## src/common/rv_pkg.sv

```systemverilog
package rv_pkg;

    ////////////////////////////////////////////////////////////
    // widths
    ////////////////////////////////////////////////////////////

    localparam int xlen = 32;     // data and address width

    ////////////////////////////////////////////////////////////
    // instruction encodings
    ////////////////////////////////////////////////////////////

    // major opcodes, instr[6:0]
    typedef enum logic [6:0] {
        op_lui    = 7'b0110111,
        op_jal    = 7'b1101111,
        op_branch = 7'b1100011,
        op_load   = 7'b0000011,
        op_store  = 7'b0100011,
        op_imm    = 7'b0010011,
        op_reg    = 7'b0110011
    } opcode_e;

    // funct3 values for the supported subset
    localparam logic [2:0] f3_add_sub = 3'b000;
    localparam logic [2:0] f3_slt     = 3'b010;
    localparam logic [2:0] f3_xor     = 3'b100;
    localparam logic [2:0] f3_or      = 3'b110;
    localparam logic [2:0] f3_and     = 3'b111;
    localparam logic [2:0] f3_word    = 3'b010;   // lw / sw
    localparam logic [2:0] f3_beq     = 3'b000;
    localparam logic [2:0] f3_bne     = 3'b001;

    typedef enum logic [3:0] {
        alu_add,
        alu_sub,
        alu_and,
        alu_or,
        alu_xor,
        alu_slt,      // signed less than
        alu_pass_b    // lui
    } alu_op_e;

    // write-back source
    typedef enum logic [1:0] {
        wb_alu,
        wb_mem,
        wb_pc4
    } wb_sel_e;

    ////////////////////////////////////////////////////////////
    // address map
    ////////////////////////////////////////////////////////////

    localparam logic [xlen-1:0] debug_addr = 32'h8000_0000;   // bit 31 selects debug
    localparam logic [xlen-1:0] nop_instr  = 32'h0000_0013;   // addi x0,x0,0

endpackage

```

## src/verilog/memory_controller.sv

```systemverilog
`timescale 1ns/100ps

module memory_controller #(
    parameter int ram_words = 256
) (
    input  logic                         clk_in,
    input  logic                         rst_n,
    input  logic [rv_pkg::xlen-1:0]      dmem_addr,
    input  logic [rv_pkg::xlen-1:0]      dmem_wdata,
    input  logic [3:0]                   dmem_we,
    input  logic [rv_pkg::xlen-1:0]      ram_rdata,
    output logic [rv_pkg::xlen-1:0]      dmem_rdata,
    output logic [$clog2(ram_words)-1:0] ram_addr,
    output logic [rv_pkg::xlen-1:0]      ram_wdata,
    output logic                         ram_we,
    output logic [rv_pkg::xlen-1:0]      debug_value,
    output logic                         debug_valid
);

    localparam int aw = $clog2(ram_words);

    logic                    debug_sel;   // address is in debug space
    logic                    debug_we;
    logic [rv_pkg::xlen-3:0] word_idx;

    ////////////////////////////////////////////////////////////
    // address decode
    ////////////////////////////////////////////////////////////

    assign debug_sel = |(dmem_addr & rv_pkg::debug_addr);   // bit 31

    // byte address to word index, wrapped at the ram size
    assign word_idx = dmem_addr[rv_pkg::xlen-1:2] % (rv_pkg::xlen-2)'(ram_words);
    assign ram_addr = word_idx[aw-1:0];

    assign ram_wdata = dmem_wdata;
    assign ram_we    = (|dmem_we) && !debug_sel;
    assign debug_we  = (|dmem_we) && debug_sel;

    assign dmem_rdata = debug_sel ? debug_value : ram_rdata;

    // debug register and its one-cycle strobe
    always_ff @(posedge clk_in) begin
        if (!rst_n) begin
            debug_value <= '0;
            debug_valid <= 1'b0;
        end else begin
            debug_valid <= debug_we;
            if (debug_we)
                debug_value <= dmem_wdata;
        end
    end

endmodule

```

## config.mk

```make
export PLATFORM = sky130hd
export DESIGN_NAME = memory_controller
export DESIGN_NICKNAME = d
export VERILOG_FILES = /design/src/common/rv_pkg.sv /design/src/verilog/memory_controller.sv
export SDC_FILE = /design/constraint.sdc
export NUM_CORES = 1
export LEC_CHECK = 0
export BUFFER_PORTS_ARGS = -buffer_cell sky130_fd_sc_hd__buf_2
export CORE_AREA = 2 2 81 83
export CTS_CLUSTER_DIAMETER = 120
export DETAILED_ROUTE_END_ITERATION = 16
export DIE_AREA = 0 0 83 85
export PLACE_DENSITY = 0.77
export RECOVER_POWER = 100
export SLEW_MARGIN = 10
export SYNTH_ARGS = -nofsm -noshare
export SYNTH_HDL_FRONTEND = slang
export SYNTH_SLANG_ARGS = --single-unit
```

## constraint.sdc

```tcl
create_clock -name clk_in -period 1.25 [get_ports clk_in]
set_input_delay 0.0625 -clock clk_in [delete_from_list [all_inputs] [get_ports clk_in]]
set_output_delay 0.0625 -clock clk_in [all_outputs]
set_load 0.01 [all_outputs]
```

==> metrics.txt <==
gr ovfl total 0; mapped cell area 2020 um^2; Worst Path Required 1.19 ns; total clock sinks 33; Hold Crit Depth 3; post-cts resize count 0; vias in the first global route 1788; clk_skew 0 ns; dominant synthesized flop cell dfxtp_1; hold endpoint debug_value[29]; Setup WS post-layout 0.185 ns; r2r startpoint debug_value[12]; gpl congestion 0.719; ANT nets after route 0; peak supply drop 0.000464 V; CTS Buffer Depth 2; FF-to-FF End debug_value[12]; Starting Density 0.326; cells after synthesis 220; Worst path max stage delay 0.33 ns; Reg clk slew, reported paths 0.06 ns; setup_tns 0 ns; Die Y 85 um; TritonCTS clock tree yes; WP data arrival 1.00 ns; DIE AREA 7060 um^2; register area share after synthesis 0.326; post-placement setup slack 0.0680 ns; Nets 449; min-delay src dmem_wdata[29]; area leader, netlist dfxtp_1; H-tree depth 2; Slew Limit Fails 0; Avg Inst Size Synth 9.20 um^2; Synth cell types 14; Crit Path Max Fanout 3; slowest stage cell, crit path dfxtp_1; root buffer cell clkbuf_8; path depth of the worst reg2reg path 2; max frequency 939 MHz; Fill cells 679; routed vias 1908; worst-skew pair later-pin latency 0.27 ns; first-pass GRT wire length 7.87 mm; All-Layer GR Usage 0.134; I/O pins 208; largest net degree at the start of global routing 66; Final Setup Violations 0; Leak 1.18 nW; Hold WC Path Type input port to flip-flop; setup bufs post-CTS 0; PortBufs 168; Worst setup EP type primary output; num rows 29; critical path's top delay family flip-flops; Worst R2R Setup Slack 0.62 ns; Post-Syn Nets 322; final WL 4.87 mm; yosys synthesis warning count 0; register bit count reported by yosys 33; worst-path cell chain mux2_2, clkbuf_1; initial antenna violation count 0; Slew HR 0.662; power density cells 1020 nW/um^2; Worst-Margin Slew 0.508 ns; outcome finished clean; Crit path depth 2; top post-synthesis cells by area dfxtp_1 (33%), mux2_2 (18%), mux2i_1 (16%); Synth top area share 0.326; iteration count of the initial detailed-routing pass 4; layout cells sized above 1 0.331; Post-synth EDFFs 0; Setup CP Type flip-flop to primary output; Commonest cells post-synth nand2_1 (64), buf_4 (40), dfxtp_1 (33); CTS Buf Count 5; core area 6200 um^2; DRT iter0 DRCs 53; post-layout min period 1.07 ns; Post-synth ARST share 0; Max Cap Viol 0; Post-route DRC 0; Avg Vias per Cell 4.50; CP Launch Type flip-flop; Area Overhead vs Synth 27.4%; routed wire length per instance 11.5 um; worst path bufs/invs 1; fin crit share 0.852; RSZ-0062 raised after global routing false; Die X 83 um; hold violation total from the final report 0; dpl hpwl 3.83 mm; ant diodes 0; most frequent cell after synthesis nand2_1; hold_buf cts 0
-- cells by family (layout without fill, tap and decap cells) --
| kind of cell | Yosys count | after routing | synth area share |
|---|---|---|---|
| mux | 64 | 64 | 0.336 |
| flops | 33 | 33 | 0.326 |
| compound gates | 1 | 1 | 0.00556 |
| buf+inv | 55 | 182 | 0.205 |
| simple gates | 67 | 67 | 0.127 |
-- power breakdown --
group / internal [W] / switching [W] / total [W]
registers: 0.00112 / 0.0000498 / 0.00117
logic: 0.000320 / 0.000363 / 0.000683
clock network: 0.000436 / 0.000353 / 0.000789
total: 0.00188 / 0.000766 / 0.00264
-- cell usage in the layout, fill, tap and decap left out, drive strengths merged --
master / n
nor4: 1
nor2: 1
nand2: 64
and2: 1
buf: 74
mux2i: 32
dfxtp: 33
o41a: 1
clkbuf: 108
mux2: 32
-- worst register-to-register path, delay by kind of cell (launching register included) --
| kind | cells | cell delay [ns] |
|---|---|---|
| DFF | 1 | 0.37 |
| muxes | 1 | 0.13 |
| and+or+nand+nor | 1 | 0.07 |
-- per-layer routing --
layer	GRT usage	share of wire	vias to the layer above
met2	0.252	0.53	93
met3	0.0389	0.080	7
met4	0.0417	0.011	0
met5	0	0	-
met1	0.143	0.38	872
li1	-	-	936
-- flip-flops by register name, summed over array words and instances, names as in the netlist --
name	flops
debug_valid	1
debug_value	32
-- stage by stage --
stage | power (W) | util | area (um^2) | instances | hold WS (ns)
2_1_floorplan | 0.00169 | - | 2020 | 220 | 0.205
3_3_place_gp | 0.00193 | 0.427 | 2650 | 417 | 0.125
3_5_place_dp | 0.00195 | 0.427 | 2650 | 417 | 0.125
4_1_cts | 0.00277 | 0.441 | 2740 | 424 | 0.0190
5_1_grt | 0.00281 | 0.416 | 2580 | 424 | 0.0287
6_report | 0.00264 | 0.416 | 2580 | 424 | 0.0341
-- final cells by class --
class | instances | area, um^2 | area share
Clock buffer | 7 | 86.3 | 0.0335
Sequential cell | 33 | 661 | 0.256
Tap cell | 77 | 96.3 | 0.0373
Timing Repair Buffer | 175 | 786 | 0.305
Multi-Input combinational cell | 132 | 951 | 0.369
-- worst max-delay path by stage --
stage / start / endpoint / slack (ns)
final: debug_value[24] / dmem_rdata[24] / 0.18
after global placement: dmem_we[1] / debug_value[6] / 0.08
after floorplan: dmem_we[1] / debug_valid / 0.20
after global routing: debug_value[26] / dmem_rdata[26] / 0.14
after detailed placement: dmem_we[1] / debug_value[27] / 0.07
after CTS: debug_value[24] / dmem_rdata[24] / 0.16
Power figures use the tool's default switching activity.
